File: src/include/processorci_macros.svh
`ifndef PROCESSORCI_MACROS_SVH
`define PROCESSORCI_MACROS_SVH

// Bus widths shared by both core ports
`define PCI_ADDR_W     32
`define PCI_DATA_W     32
`define PCI_ID_W       4
`define PCI_STRB_W     (`PCI_DATA_W / 8)  // One strobe per byte lane

// Response buffering per channel
`define PCI_RESP_DEPTH 2

`endif

File: src/hw/processorci_pkg.sv
`default_nettype none

`include "processorci_macros.svh"

package processorci_pkg;

    localparam logic [1:0] AXI_RESP_OKAY = 2'b00;  // Only response code produced

    // Write address channel, single beat so no len/burst
    typedef struct packed {
        logic [`PCI_ID_W-1:0]   id;
        logic [`PCI_ADDR_W-1:0] addr;
    } axi_aw_t;

    typedef struct packed {
        logic [`PCI_DATA_W-1:0] data;
        logic [`PCI_STRB_W-1:0] strb;
    } axi_w_t;

    typedef struct packed {
        logic [`PCI_ID_W-1:0]   id;
        logic [`PCI_ADDR_W-1:0] addr;
    } axi_ar_t;

    typedef struct packed {
        logic [`PCI_ID_W-1:0] id;
        logic [1:0]           resp;
    } axi_b_t;

    // Read data, last is implied
    typedef struct packed {
        logic [`PCI_ID_W-1:0]   id;
        logic [`PCI_DATA_W-1:0] data;
        logic [1:0]             resp;
    } axi_r_t;

    // Wishbone classic, master to slave
    typedef struct packed {
        logic                   cyc;
        logic                   stb;
        logic                   we;
        logic [`PCI_STRB_W-1:0] sel;
        logic [`PCI_ADDR_W-1:0] addr;
        logic [`PCI_DATA_W-1:0] wdata;
    } wb_req_t;

    typedef struct packed {
        logic                   ack;
        logic [`PCI_DATA_W-1:0] rdata;
    } wb_rsp_t;

endpackage

`default_nettype wire

File: src/hw/axi4_to_wishbone.sv
`timescale 1ns/1ps
`default_nettype none

`include "processorci_macros.svh"

module axi4_to_wishbone (
    input  wire logic                     clk,
    input  wire logic                     rst_i,

    // Write address
    input  wire processorci_pkg::axi_aw_t aw_i,
    input  wire logic                     aw_valid_i,
    output logic                          aw_ready_o,

    // Write data
    input  wire processorci_pkg::axi_w_t  w_i,
    input  wire logic                     w_valid_i,
    output logic                          w_ready_o,

    // Write response
    output processorci_pkg::axi_b_t       b_o,
    output logic                          b_valid_o,
    input  wire logic                     b_ready_i,

    // Read address
    input  wire processorci_pkg::axi_ar_t ar_i,
    input  wire logic                     ar_valid_i,
    output logic                          ar_ready_o,

    // Read data
    output processorci_pkg::axi_r_t       r_o,
    output logic                          r_valid_o,
    input  wire logic                     r_ready_i,

    // Wishbone classic master
    output processorci_pkg::wb_req_t      wb_req_o,
    input  wire processorci_pkg::wb_rsp_t wb_rsp_i
);

    typedef enum logic [1:0] {
        ST_IDLE,
        ST_WRITE,
        ST_READ
    } state_e;

    state_e state_q;
    logic   last_wr_q;  // Set when the last grant went to a write

    // Request held for the whole Wishbone cycle
    logic [`PCI_ID_W-1:0]   req_id_q;
    logic [`PCI_ADDR_W-1:0] req_addr_q;
    logic [`PCI_DATA_W-1:0] req_wdata_q;
    logic [`PCI_STRB_W-1:0] req_sel_q;

    logic wr_elig;
    logic rd_elig;
    logic wr_grant;
    logic rd_grant;
    logic b_full;
    logic r_full;
    logic b_push;
    logic r_push;

    processorci_pkg::axi_b_t b_push_data;
    processorci_pkg::axi_r_t r_push_data;

    // A write needs both AW and W, and room for its response
    assign wr_elig = (state_q == ST_IDLE) && aw_valid_i && w_valid_i && !b_full;
    assign rd_elig = (state_q == ST_IDLE) && ar_valid_i && !r_full;

    // Alternate on contention, write first after reset
    assign wr_grant = wr_elig && (!rd_elig || !last_wr_q);
    assign rd_grant = rd_elig && !wr_grant;

    assign aw_ready_o = wr_grant;
    assign w_ready_o  = wr_grant;  // AW and W always taken together
    assign ar_ready_o = rd_grant;

    always_ff @(posedge clk) begin
        if (rst_i) begin
            state_q   <= ST_IDLE;
            last_wr_q <= 1'b0;
        end else begin
            case (state_q)
                ST_IDLE: begin
                    if (wr_grant) begin
                        state_q   <= ST_WRITE;
                        last_wr_q <= 1'b1;
                    end else if (rd_grant) begin
                        state_q   <= ST_READ;
                        last_wr_q <= 1'b0;
                    end
                end
                ST_WRITE, ST_READ: begin
                    // Slave latency ends with ack, stb drops next cycle
                    if (wb_rsp_i.ack) begin
                        state_q <= ST_IDLE;
                    end
                end
                default: state_q <= ST_IDLE;
            endcase
        end
    end

    // Capture on acceptance
    always_ff @(posedge clk) begin
        if (wr_grant) begin
            req_id_q    <= aw_i.id;
            req_addr_q  <= aw_i.addr;
            req_wdata_q <= w_i.data;
            req_sel_q   <= w_i.strb;
        end else if (rd_grant) begin
            req_id_q   <= ar_i.id;
            req_addr_q <= ar_i.addr;
            req_sel_q  <= {`PCI_STRB_W{1'b1}};  // Full word read
        end
    end

    always_comb begin
        wb_req_o       = '0;
        wb_req_o.cyc   = (state_q != ST_IDLE);
        wb_req_o.stb   = (state_q != ST_IDLE);
        wb_req_o.we    = (state_q == ST_WRITE);
        wb_req_o.sel   = req_sel_q;
        wb_req_o.addr  = req_addr_q;
        wb_req_o.wdata = req_wdata_q;
    end

    // Response goes to the FIFO on the ack edge
    assign b_push = (state_q == ST_WRITE) && wb_rsp_i.ack;
    assign r_push = (state_q == ST_READ) && wb_rsp_i.ack;

    always_comb begin
        b_push_data.id   = req_id_q;
        b_push_data.resp = processorci_pkg::AXI_RESP_OKAY;
        r_push_data.id   = req_id_q;
        r_push_data.data = wb_rsp_i.rdata;
        r_push_data.resp = processorci_pkg::AXI_RESP_OKAY;
    end

    axi_resp_fifo #(
        .payload_t   (processorci_pkg::axi_b_t),
        .DEPTH       (`PCI_RESP_DEPTH)
    ) u_b_fifo (
        .clk         (clk),
        .rst_i       (rst_i),
        .push_i      (b_push),
        .push_data_i (b_push_data),
        .pop_ready_i (b_ready_i),
        .full_o      (b_full),
        .pop_valid_o (b_valid_o),
        .pop_data_o  (b_o)
    );

    axi_resp_fifo #(
        .payload_t   (processorci_pkg::axi_r_t),
        .DEPTH       (`PCI_RESP_DEPTH)
    ) u_r_fifo (
        .clk         (clk),
        .rst_i       (rst_i),
        .push_i      (r_push),
        .push_data_i (r_push_data),
        .pop_ready_i (r_ready_i),
        .full_o      (r_full),
        .pop_valid_o (r_valid_o),
        .pop_data_o  (r_o)
    );

endmodule

`default_nettype wire

File: src/hw/axi_resp_fifo.sv
`timescale 1ns/1ps
`default_nettype none

`include "processorci_macros.svh"

module axi_resp_fifo #(
    parameter type payload_t = logic,
    parameter int  DEPTH     = `PCI_RESP_DEPTH
) (
    input  wire logic     clk,
    input  wire logic     rst_i,
    input  wire logic     push_i,
    input  wire payload_t push_data_i,
    input  wire logic     pop_ready_i,
    output logic          full_o,
    output logic          pop_valid_o,
    output payload_t      pop_data_o
);

    localparam int PTR_W = (DEPTH > 1) ? $clog2(DEPTH) : 1;
    localparam int CNT_W = $clog2(DEPTH + 1);

    payload_t         mem_q [DEPTH];  // Storage only, no reset
    logic [PTR_W-1:0] wr_ptr_q;
    logic [PTR_W-1:0] rd_ptr_q;
    logic [CNT_W-1:0] count_q;
    logic             do_push;
    logic             do_pop;

    // Wrap at DEPTH, which need not be a power of two
    function automatic logic [PTR_W-1:0] ptr_inc(input logic [PTR_W-1:0] ptr);
        if (ptr == PTR_W'(DEPTH - 1)) begin
            return '0;
        end
        return ptr + 1'b1;
    endfunction

    assign pop_valid_o = (count_q != '0);
    assign full_o      = (count_q == CNT_W'(DEPTH));
    assign do_pop      = pop_valid_o && pop_ready_i;
    assign do_push     = push_i && (!full_o || do_pop);  // Full slot frees on a pop
    assign pop_data_o  = mem_q[rd_ptr_q];

    always_ff @(posedge clk) begin
        if (do_push) begin
            mem_q[wr_ptr_q] <= push_data_i;
        end
    end

    always_ff @(posedge clk) begin
        if (rst_i) begin
            wr_ptr_q <= '0;
            rd_ptr_q <= '0;
            count_q  <= '0;
        end else begin
            if (do_push) begin
                wr_ptr_q <= ptr_inc(wr_ptr_q);
            end
            if (do_pop) begin
                rd_ptr_q <= ptr_inc(rd_ptr_q);
            end
            case ({do_push, do_pop})
                2'b10:   count_q <= count_q + 1'b1;
                2'b01:   count_q <= count_q - 1'b1;
                default: count_q <= count_q;  // Idle or push and pop together
            endcase
        end
    end

endmodule

`default_nettype wire

File: src/hw/processorci_top.sv
`timescale 1ns/1ps
`default_nettype none

module processorci_top (
    input  wire logic                     sys_clk,
    input  wire logic                     rst_i,

    // Instruction port, AXI from the core
    input  wire processorci_pkg::axi_aw_t axi_i_aw_i,
    input  wire logic                     axi_i_aw_valid_i,
    output logic                          axi_i_aw_ready_o,
    input  wire processorci_pkg::axi_w_t  axi_i_w_i,
    input  wire logic                     axi_i_w_valid_i,
    output logic                          axi_i_w_ready_o,
    output processorci_pkg::axi_b_t       axi_i_b_o,
    output logic                          axi_i_b_valid_o,
    input  wire logic                     axi_i_b_ready_i,
    input  wire processorci_pkg::axi_ar_t axi_i_ar_i,
    input  wire logic                     axi_i_ar_valid_i,
    output logic                          axi_i_ar_ready_o,
    output processorci_pkg::axi_r_t       axi_i_r_o,
    output logic                          axi_i_r_valid_o,
    input  wire logic                     axi_i_r_ready_i,
    output processorci_pkg::wb_req_t      core_wb_req_o,
    input  wire processorci_pkg::wb_rsp_t core_wb_rsp_i,

    // Data port
    input  wire processorci_pkg::axi_aw_t axi_d_aw_i,
    input  wire logic                     axi_d_aw_valid_i,
    output logic                          axi_d_aw_ready_o,
    input  wire processorci_pkg::axi_w_t  axi_d_w_i,
    input  wire logic                     axi_d_w_valid_i,
    output logic                          axi_d_w_ready_o,
    output processorci_pkg::axi_b_t       axi_d_b_o,
    output logic                          axi_d_b_valid_o,
    input  wire logic                     axi_d_b_ready_i,
    input  wire processorci_pkg::axi_ar_t axi_d_ar_i,
    input  wire logic                     axi_d_ar_valid_i,
    output logic                          axi_d_ar_ready_o,
    output processorci_pkg::axi_r_t       axi_d_r_o,
    output logic                          axi_d_r_valid_o,
    input  wire logic                     axi_d_r_ready_i,
    output processorci_pkg::wb_req_t      data_mem_wb_req_o,
    input  wire processorci_pkg::wb_rsp_t data_mem_wb_rsp_i
);

    // Instruction fetch path
    axi4_to_wishbone u_instr_bridge (
        .clk        (sys_clk),
        .rst_i      (rst_i),
        .aw_i       (axi_i_aw_i),
        .aw_valid_i (axi_i_aw_valid_i),
        .aw_ready_o (axi_i_aw_ready_o),
        .w_i        (axi_i_w_i),
        .w_valid_i  (axi_i_w_valid_i),
        .w_ready_o  (axi_i_w_ready_o),
        .b_o        (axi_i_b_o),
        .b_valid_o  (axi_i_b_valid_o),
        .b_ready_i  (axi_i_b_ready_i),
        .ar_i       (axi_i_ar_i),
        .ar_valid_i (axi_i_ar_valid_i),
        .ar_ready_o (axi_i_ar_ready_o),
        .r_o        (axi_i_r_o),
        .r_valid_o  (axi_i_r_valid_o),
        .r_ready_i  (axi_i_r_ready_i),
        .wb_req_o   (core_wb_req_o),
        .wb_rsp_i   (core_wb_rsp_i)
    );

    // Load/store path, own memory bus
    axi4_to_wishbone u_data_bridge (
        .clk        (sys_clk),
        .rst_i      (rst_i),
        .aw_i       (axi_d_aw_i),
        .aw_valid_i (axi_d_aw_valid_i),
        .aw_ready_o (axi_d_aw_ready_o),
        .w_i        (axi_d_w_i),
        .w_valid_i  (axi_d_w_valid_i),
        .w_ready_o  (axi_d_w_ready_o),
        .b_o        (axi_d_b_o),
        .b_valid_o  (axi_d_b_valid_o),
        .b_ready_i  (axi_d_b_ready_i),
        .ar_i       (axi_d_ar_i),
        .ar_valid_i (axi_d_ar_valid_i),
        .ar_ready_o (axi_d_ar_ready_o),
        .r_o        (axi_d_r_o),
        .r_valid_o  (axi_d_r_valid_o),
        .r_ready_i  (axi_d_r_ready_i),
        .wb_req_o   (data_mem_wb_req_o),
        .wb_rsp_i   (data_mem_wb_rsp_i)
    );

endmodule

`default_nettype wire

File: config.mk
export PLATFORM = sky130hd
export DESIGN_NAME = processorci_top
export DESIGN_NICKNAME = d
export VERILOG_FILES = /design/src/hw/processorci_pkg.sv /design/src/hw/axi4_to_wishbone.sv /design/src/hw/axi_resp_fifo.sv /design/src/hw/processorci_top.sv
export VERILOG_INCLUDE_DIRS = /design/src /design/src/include
export SDC_FILE = /design/constraint.sdc
export NUM_CORES = 1
export LEC_CHECK = 0
export BUFFER_PORTS_ARGS = -buffer_cell sky130_fd_sc_hd__buf_2
export CORE_AREA = 2 2 208 210
export CTS_CLUSTER_DIAMETER = 80
export DETAILED_ROUTE_END_ITERATION = 7
export DIE_AREA = 0 0 210 212
export GPL_ROUTABILITY_DRIVEN = 0
export HOLD_SLACK_MARGIN = 0.06
export SYNTH_ARGS = -nofsm -noshare
export SYNTH_HDL_FRONTEND = slang
export SYNTH_SLANG_ARGS = --single-unit
File: constraint.sdc
create_clock -name sys_clk -period 4 [get_ports sys_clk]
set_clock_uncertainty 0.05 [all_clocks]
set_input_delay 0.8 -clock sys_clk [delete_from_list [all_inputs] [get_ports sys_clk]]
set_output_delay 0.8 -clock sys_clk [all_outputs]
set_load 0.03 [all_outputs]
# Yosys cells after proc, flatten, opt, wreduce, memory -nomap -nowiden
# Memories as Yosys holds them, arrays and structs flattened. A register that Yosys moved wholly into a read port is not among the register bits.
# Index checks and enable logic that the tools add are counted.
[word_totals] ff_bits=166 latchBits=0 ram_bits=160 mem_bits_ro=0 in_bits=294 out_inout_bits=240 wordCells=210 mem_count=4
[mem_list] name="u_data_bridge.u_r_fifo.mem_q" depth=2 width=36 read_ports=1 rd_ports_with_merged_regs=1 write_ports=1 line_no="axi_resp_fifo.sv:23" rtl="payload_t mem_q [DEPTH];"
[mem_list] name="u_instr_bridge.u_r_fifo.mem_q" depth=2 width=36 read_ports=1 rd_ports_with_merged_regs=1 write_ports=1 line_no="axi_resp_fifo.sv:23"
[mem_list] name="u_data_bridge.u_b_fifo.mem_q" depth=2 width=4 read_ports=1 rd_ports_with_merged_regs=1 write_ports=1 line_no="axi_resp_fifo.sv:23"
[mem_list] name="u_instr_bridge.u_b_fifo.mem_q" depth=2 width=4 read_ports=1 rd_ports_with_merged_regs=1 write_ports=1 line_no="axi_resp_fifo.sv:23"
[classes] n_addsub=16 mul=0 div_mod_pow=0 magnitude_cmp=0 n_eq_ne=20 shift=0 muxes=84 n_bitwise=0 reduce_logical=62
[op_table] operator="32-bit two-way mux" n=4
[op_table] operator="1-bit two-way mux" n=60
[op_table] operator="4-bit two-way mux" n=8
[op_table] operator="1-bit logical AND" n=26
[op_table] operator="2-bit case mux with 2 select lines" n=6
[op_table] operator="2-bit nonzero test" n=12
[op_table] operator="2-bit equality test, second input constant" n=10
[op_table] operator="2-bit by 1-bit equality test with 1-bit output, second input constant" n=6
[op_table] operator="2-bit two-way mux" n=6
[op_table] operator="1-bit logical NOT" n=10
[op_table] operator="1-bit adder, second input constant" n=8
[op_table] operator="2-bit by 1-bit adder with 2-bit output, second input constant" n=4
[op_table] operator="2-bit AND reduction" n=4
[op_table] operator="2-bit by 1-bit subtractor with 2-bit output, second input constant" n=4
[op_table] operator="1-bit logical OR" n=6
[op_table] operator="3-bit by 2-bit != test with 1-bit output, second input constant" n=2
[op_table] operator="2-bit logical NOT" n=2
[op_table] operator="2-bit != test, second input constant" n=2
[op_table] operator="2-bit OR reduction" n=2

# Longest topological paths before layout
[depth] word_depth=11 mapped_depth=7 depth_no_buf=7

# Hierarchy
# From an unflattened synthesis, not the netlist that was laid out.
[hier_totals] hier_cells=676 hier_area_um2=13295.3
[by_module_without_submodules] mod="axi4_to_wishbone" instances=2 cells_per_inst=149 area_per_inst_um2=3015.4 seq_area_each_um2=2222.1
[by_module_without_submodules] mod="axi_resp_fifo (u_data_bridge.u_r_fifo ...)" instances=2 cells_per_inst=144 area_per_inst_um2=2965.3 seq_area_each_um2=2382.3
[by_module_without_submodules] mod="axi_resp_fifo (u_data_bridge.u_b_fifo ...)" instances=2 cells_per_inst=45 area_per_inst_um2=666.9 seq_area_each_um2=460.4

# Worst setup path before layout
# Ideal clock, no wire load.
[synth_timing] path_type="input to output" from="in axi_d_ar_valid_i" to="out axi_d_ar_ready_o" arrival_ns=2.554 t_required_ns=3.150 slack_ns=0.596 path_stages=5 n_path_buf=1 path_cell_list="and3_4 -> a21o_1 -> buf_6 -> inv_1 -> nor2_1"
[synth_between] elab_chain_cells=7
[synth_lines] item="start, declared" line_no="processorci_top.sv:38" rtl="input wire logic axi_d_ar_valid_i,"
[synth_lines] item="1-bit logical AND (2 in series)" line_no="axi4_to_wishbone.sv:69" rtl="assign rd_elig = (state_q == ST_IDLE) && ar_valid_i && !r_full;"
[synth_lines] item="1-bit logical NOT" line_no="axi4_to_wishbone.sv:72" rtl="assign wr_grant = wr_elig && (!rd_elig || !last_wr_q);"
[synth_lines] item="1-bit logical OR" line_no="axi4_to_wishbone.sv:72"
[synth_lines] item="1-bit logical AND" line_no="axi4_to_wishbone.sv:72"
[synth_lines] item="net axi_d_aw_ready_o" line_no="processorci_top.sv:30" rtl="output logic axi_d_aw_ready_o,"
[synth_lines] item="1-bit logical NOT" line_no="axi4_to_wishbone.sv:73" rtl="assign rd_grant = rd_elig && !wr_grant;"
[synth_lines] item="1-bit logical AND" line_no="axi4_to_wishbone.sv:73"
[synth_lines] item="end, declared" line_no="processorci_top.sv:39" rtl="output logic axi_d_ar_ready_o,"
# The timed path passes the listed nets, and every way through them passes these cells.

# Worst setup path after layout
[layout_timing] from="reg u_data_bridge.state_q[1]" to="out axi_d_w_ready_o"
[layout_between] elab_chain_cells=6 elab_cells_between_ends=9 classes_between="9 x reduce/logical"
[layout_lines] item="start, declared" line_no="axi4_to_wishbone.sv:46" rtl="state_e state_q;"
[layout_lines] item="start signal, assigned" line_no="axi4_to_wishbone.sv:81" rtl="state_q <= ST_IDLE;"
[layout_lines] item="start signal, assigned" line_no="axi4_to_wishbone.sv:87" rtl="state_q <= ST_WRITE;"
[layout_lines] item="start signal, assigned" line_no="axi4_to_wishbone.sv:90" rtl="state_q <= ST_READ;"
[layout_lines] item="2-bit logical NOT (*)" line_no="axi4_to_wishbone.sv:68, axi4_to_wishbone.sv:69"
[layout_lines] item="1-bit logical AND (2 in series)" line_no="axi4_to_wishbone.sv:69"
[layout_lines] item="1-bit logical NOT" line_no="axi4_to_wishbone.sv:72"
[layout_lines] item="1-bit logical OR" line_no="axi4_to_wishbone.sv:72"
[layout_lines] item="1-bit logical AND (*)" line_no="axi4_to_wishbone.sv:72"
[layout_lines] item="end, declared" line_no="processorci_top.sv:33" rtl="output logic axi_d_w_ready_o,"
# Every way passes the cells marked *; elsewhere a longest branch is shown, timed or not.

==> flow_results.xml <==
<?xml version="1.0" encoding="UTF-8"?>
<metrics>
  <group name="run_status">
    <metric name="run_status" unit="">finished, final reports clean</metric>
  </group>
  <group name="clock_network">
    <metric name="cts_buffer_depth" unit="">3</metric>
    <metric name="postCtsResizedCells" unit="">0</metric>
    <metric name="clock_sink_count" unit="">330</metric>
    <metric name="clock_insertion_delay_worst_skew" unit="ps">540</metric>
    <metric name="path_clk_slew" unit="ps">60</metric>
    <metric name="hold_buf_count_cts" unit="">0</metric>
    <metric name="tritoncts" unit="">built</metric>
    <metric name="numCtsBuffers" unit="">39</metric>
    <metric name="post-cts-setup-buffers" unit="">0</metric>
    <metric name="htree_levels" unit="">2</metric>
    <metric name="clockRootBuffer" unit="">clkbuf_16</metric>
  </group>
  <group name="critical_path">
    <metric name="critical_path.startpoint_type" unit="">flop</metric>
    <metric name="cp_data_required_time" unit="ps">3150</metric>
    <metric name="crit_buf_inv" unit="">3</metric>
    <metric name="worst-endpoint-arrival" unit="ps">2550</metric>
    <metric name="cp_top_family" unit="">buffers and inverters</metric>
    <metric name="critical_path_peak_fanout" unit="">17</metric>
    <metric name="critical-path-slowest-cell" unit="">inv_1</metric>
    <metric name="worst_path_largest_cell_delay" unit="ps">570</metric>
    <metric name="cp_cell_sequence" unit="">inv_1 &gt; ha_1 &gt; nand4_2 &gt; a21o_2 &gt; inv_1 &gt; buf_2</metric>
    <metric name="setup.reg_to_reg.worst_slack" unit="ps">1580</metric>
    <metric name="worstReg2RegEnd" unit="">u_data_bridge.req_wdata_q[27]</metric>
    <metric name="setup.worst_path.class" unit="">reg2out</metric>
    <metric name="worst_r2r_path_depth" unit="">6</metric>
    <metric name="reg2reg_from" unit="">u_data_bridge.state_q[1]</metric>
    <metric name="crit_top_cell" unit="">inv_1</metric>
    <metric name="timing.critical_path.to_type" unit="">output pin</metric>
  </group>
  <group name="logic_synthesis">
    <metric name="synth_common_cells" unit="">edfxtp_1 (304), mux2_2 (106), mux2_4 (30)</metric>
    <metric name="netlist.top_cell.by_area" unit="">edfxtp_1</metric>
    <metric name="post_synth_cell_types" unit="">42</metric>
    <metric name="yosys_most_used_dff" unit="">edfxtp_1</metric>
    <metric name="synth_top_area_share" unit="%">72.6</metric>
    <metric name="synth_top_cells_by_area" unit="">edfxtp_1 (73%), mux2_2 (9.5%), dfxtp_1 (4.1%), mux2_4 (3.6%), mux2_1 (1.4%)</metric>
    <metric name="post-synth-top-count-cell" unit="">edfxtp_1</metric>
    <metric name="synth_cells" unit="">647</metric>
    <metric name="asyncSetResetFlopFracSynth" unit="%">0</metric>
    <metric name="yosysSeqAreaShare" unit="%">76.8</metric>
    <metric name="synth.ff_latch_count" unit="">330</metric>
    <metric name="synth_enable_flop_cells" unit="">304</metric>
    <metric name="postSynthAreaPerCell" unit="um^2">19.4</metric>
    <metric name="yosysWarnings" unit="">0</metric>
    <metric name="synth.cell_area" unit="mm^2">0.0126</metric>
  </group>
  <group name="final_layout">
    <metric name="fillerInstances" unit="">3982</metric>
    <metric name="utilization" unit="%">40.1</metric>
    <metric name="layout-drive-gt1-share" unit="%">60.6</metric>
    <metric name="area_growth" unit="%">35.5</metric>
    <metric name="nNetsFinal" unit="">1504</metric>
  </group>
  <group name="sta">
    <metric name="setup_total_negative_slack" unit="ps">0</metric>
    <metric name="final_period_minus_worst_setup_slack" unit="ps">3400</metric>
    <metric name="rsz0062_at_grt" unit="">false</metric>
    <metric name="slew-limit-headroom" unit="%">33.5</metric>
    <metric name="finalMaxSlewViolations" unit="">0</metric>
    <metric name="endpoints_failing_hold" unit="">0</metric>
    <metric name="worst-slew-pin-transition" unit="ps">995</metric>
    <metric name="fmax" unit="MHz">294</metric>
    <metric name="timing.final.crit_share" unit="%">85.1</metric>
    <metric name="setup_viol" unit="">0</metric>
  </group>
  <group name="floorplanning">
    <metric name="die_h" unit="um">212</metric>
    <metric name="io_pins" unit="">534</metric>
    <metric name="initial_core_util" unit="%">29.6</metric>
    <metric name="die-area" unit="mm^2">0.0445</metric>
    <metric name="placementRows" unit="">76</metric>
    <metric name="placeableCoreArea" unit="mm^2">0.0425</metric>
    <metric name="die_w" unit="um">210</metric>
  </group>
  <group name="routing">
    <metric name="route.antenna.remaining_nets" unit="">0</metric>
    <metric name="initialDrtViolationCount" unit="">440</metric>
    <metric name="remaining_drc_errors" unit="">0</metric>
    <metric name="detail_route.wl_per_cell" unit="um">18.4</metric>
    <metric name="vias" unit="">7634</metric>
    <metric name="vias_per_cell" unit="">4.30</metric>
    <metric name="finalWirelength" unit="um">32800</metric>
    <metric name="drt-pass1-iter-count" unit="">4</metric>
  </group>
  <group name="grt">
    <metric name="antenna_found_initial" unit="">0</metric>
    <metric name="grt_pass1_vias" unit="">8111</metric>
    <metric name="gr-usage-all-layers" unit="%">14.1</metric>
    <metric name="globalRoute.totalOverflow" unit="">0</metric>
    <metric name="maximum_number_of_pins_on_one_net_before_global_route_repair" unit="">42</metric>
    <metric name="wire_length_of_the_first_global_routing_pass" unit="um">47200</metric>
  </group>
  <group name="power_and_ir_drop">
    <metric name="peakVddDrop" unit="V">0.000291</metric>
    <metric name="leakage_component_of_the_power" unit="nW">6.86</metric>
    <metric name="powerDensity" unit="mW/mm^2">599</metric>
  </group>
  <group name="flow_run">
    <metric name="max_cap_viols" unit="">0</metric>
  </group>
  <group name="worst_hold_path">
    <metric name="hold_path_startpoint" unit="">axi_i_w_i[9]</metric>
    <metric name="hold-path-cell-count" unit="">1</metric>
    <metric name="holdPathEnd" unit="">u_instr_bridge.req_wdata_q[5]</metric>
    <metric name="timing.hold.worst.class" unit="">in2reg</metric>
  </group>
  <group name="placed_design">
    <metric name="hpwl" unit="um">24300</metric>
    <metric name="portBuffers" unit="">525</metric>
  </group>
</metrics>
==> worst max path at each step <==
| stage | cells after the start | endpoint | from | slack [ps] |
|---|---|---|---|---|
| 6_report | 6 | axi_d_w_ready_o | u_data_bridge.state_q[1] | 600 |
| 3_5_place_dp | 5 | axi_d_w_ready_o | axi_d_aw_valid_i | 870 |
| 4_1_cts | 6 | axi_d_w_ready_o | u_data_bridge.state_q[1] | 530 |
| 3_3_place_gp | 5 | axi_d_w_ready_o | axi_d_aw_valid_i | 920 |
| 5_1_grt | 6 | axi_d_w_ready_o | u_data_bridge.state_q[1] | 360 |
| 2_1_floorplan | 5 | axi_d_ar_ready_o | axi_d_ar_valid_i | 600 |
==> kinds of logic after synthesis <==
kind of cell	synth area share, %
mux	14.5
xor+xnor	1.11
flops	76.8
compound gates	1.50
other cells	0.0298
buf+inv	2.18
fa+ha+maj	0.995
simple gates	2.92
==> area by class of cell <==
class / count / area, um^2 / share of cell area, %
flip-flops and latches: 330 / 9650 / 56.6
repair buffers: 536 / 2710 / 15.9
multi-input cells: 280 / 2710 / 15.9
clock buffers: 48 / 1030 / 6.05
well taps: 546 / 683 / 4.01
clock inverters: 22 / 201 / 1.18
inverters: 13 / 48.8 / 0.286
diodes: 2 / 5.00 / 0.0294
==> routing by layer <==
metal  GRT usage, %  up-vias  wire (um)
met1           17.3     3686      13200
met2           23.8      316      16300
li1               -     3578          -
met4           4.82        0        841
met3           4.31       54       2450
met5              0        -          0
==> metrics by stage <==
stage | instances | area [um^2] | worst slack (ps) | total power [mW] | hold slack (ps)
after floorplan | 654 | 12600 | 596 | 6.11 | 409
after global placement | 1705 | 15800 | 922 | 6.86 | 423
after detailed placement | 1705 | 15800 | 871 | 6.89 | 441
after CTS | 1775 | 17000 | 529 | 10.4 | 337
after global routing | 1775 | 17000 | 363 | 10.6 | 342
final | 1777 | 17000 | 596 | 10.2 | 378
==> registers in the layout, indices dropped and copies added, names as in the netlist, 2 cells and up, named ones only <==
register / flops
u_instr_bridge.u_b_fifo.count_q: 2
u_data_bridge.state_q: 2
u_data_bridge.req_id_q: 4
u_instr_bridge.req_addr_q: 32
u_data_bridge.u_b_fifo.mem_q: 8
u_instr_bridge.req_sel_q: 4
u_data_bridge.req_wdata_q: 32
u_instr_bridge.state_q: 2
u_instr_bridge.u_r_fifo.mem_q: 72
u_instr_bridge.req_wdata_q: 32
u_instr_bridge.u_r_fifo.count_q: 2
u_instr_bridge.req_id_q: 4
u_data_bridge.u_r_fifo.mem_q: 72
u_data_bridge.u_b_fifo.count_q: 2
u_data_bridge.req_addr_q: 32
u_data_bridge.u_r_fifo.count_q: 2
u_data_bridge.req_sel_q: 4
u_instr_bridge.u_b_fifo.mem_q: 8
==> worst reg2reg max path, delay by kind of cell (launching register included) <==
kind	cells	cell delay (ps)
AND/OR/NAND/NOR	1	200
AO/OA/AOI/OAI	1	250
flip-flops	1	310
adder cells (fa/ha/maj)	1	260
buffers and inverters	3	1060
==> power by group <==
group          internal (mW)  switching (mW)
clock network           2.03            1.40
registers               4.23           0.174
logic                  0.807            1.57
==> cells in the final DEF (no fill, tap or decap), types with 3 or more instances in the layout <==
cell type	Yosys	final
buf_2	3	525
edfxtp_1	304	304
mux2_2	106	106
clkbuf_16	0	40
mux2_4	30	30
dfxtp_1	26	25
nor2_1	26	22
mux2_1	16	16
inv_1	13	13
xnor2_1	12	12
buf_4	12	11
ha_1	10	10
clkinv_1	0	9
or2_2	8	8
a21oi_1	8	8
conb_1	1	8
clkbuf_1	4	8
nand2b_1	6	6
o211ai_1	5	5
o21ai_0	5	5
clkinv_2	0	5
and2_1	4	4
nor2_4	0	4
xor2_1	4	4
or3_1	4	4
nand3_1	3	3
nor2b_1	3	3
bufinv_16	0	3
Note: power is estimated with default switching activity, not from simulation.
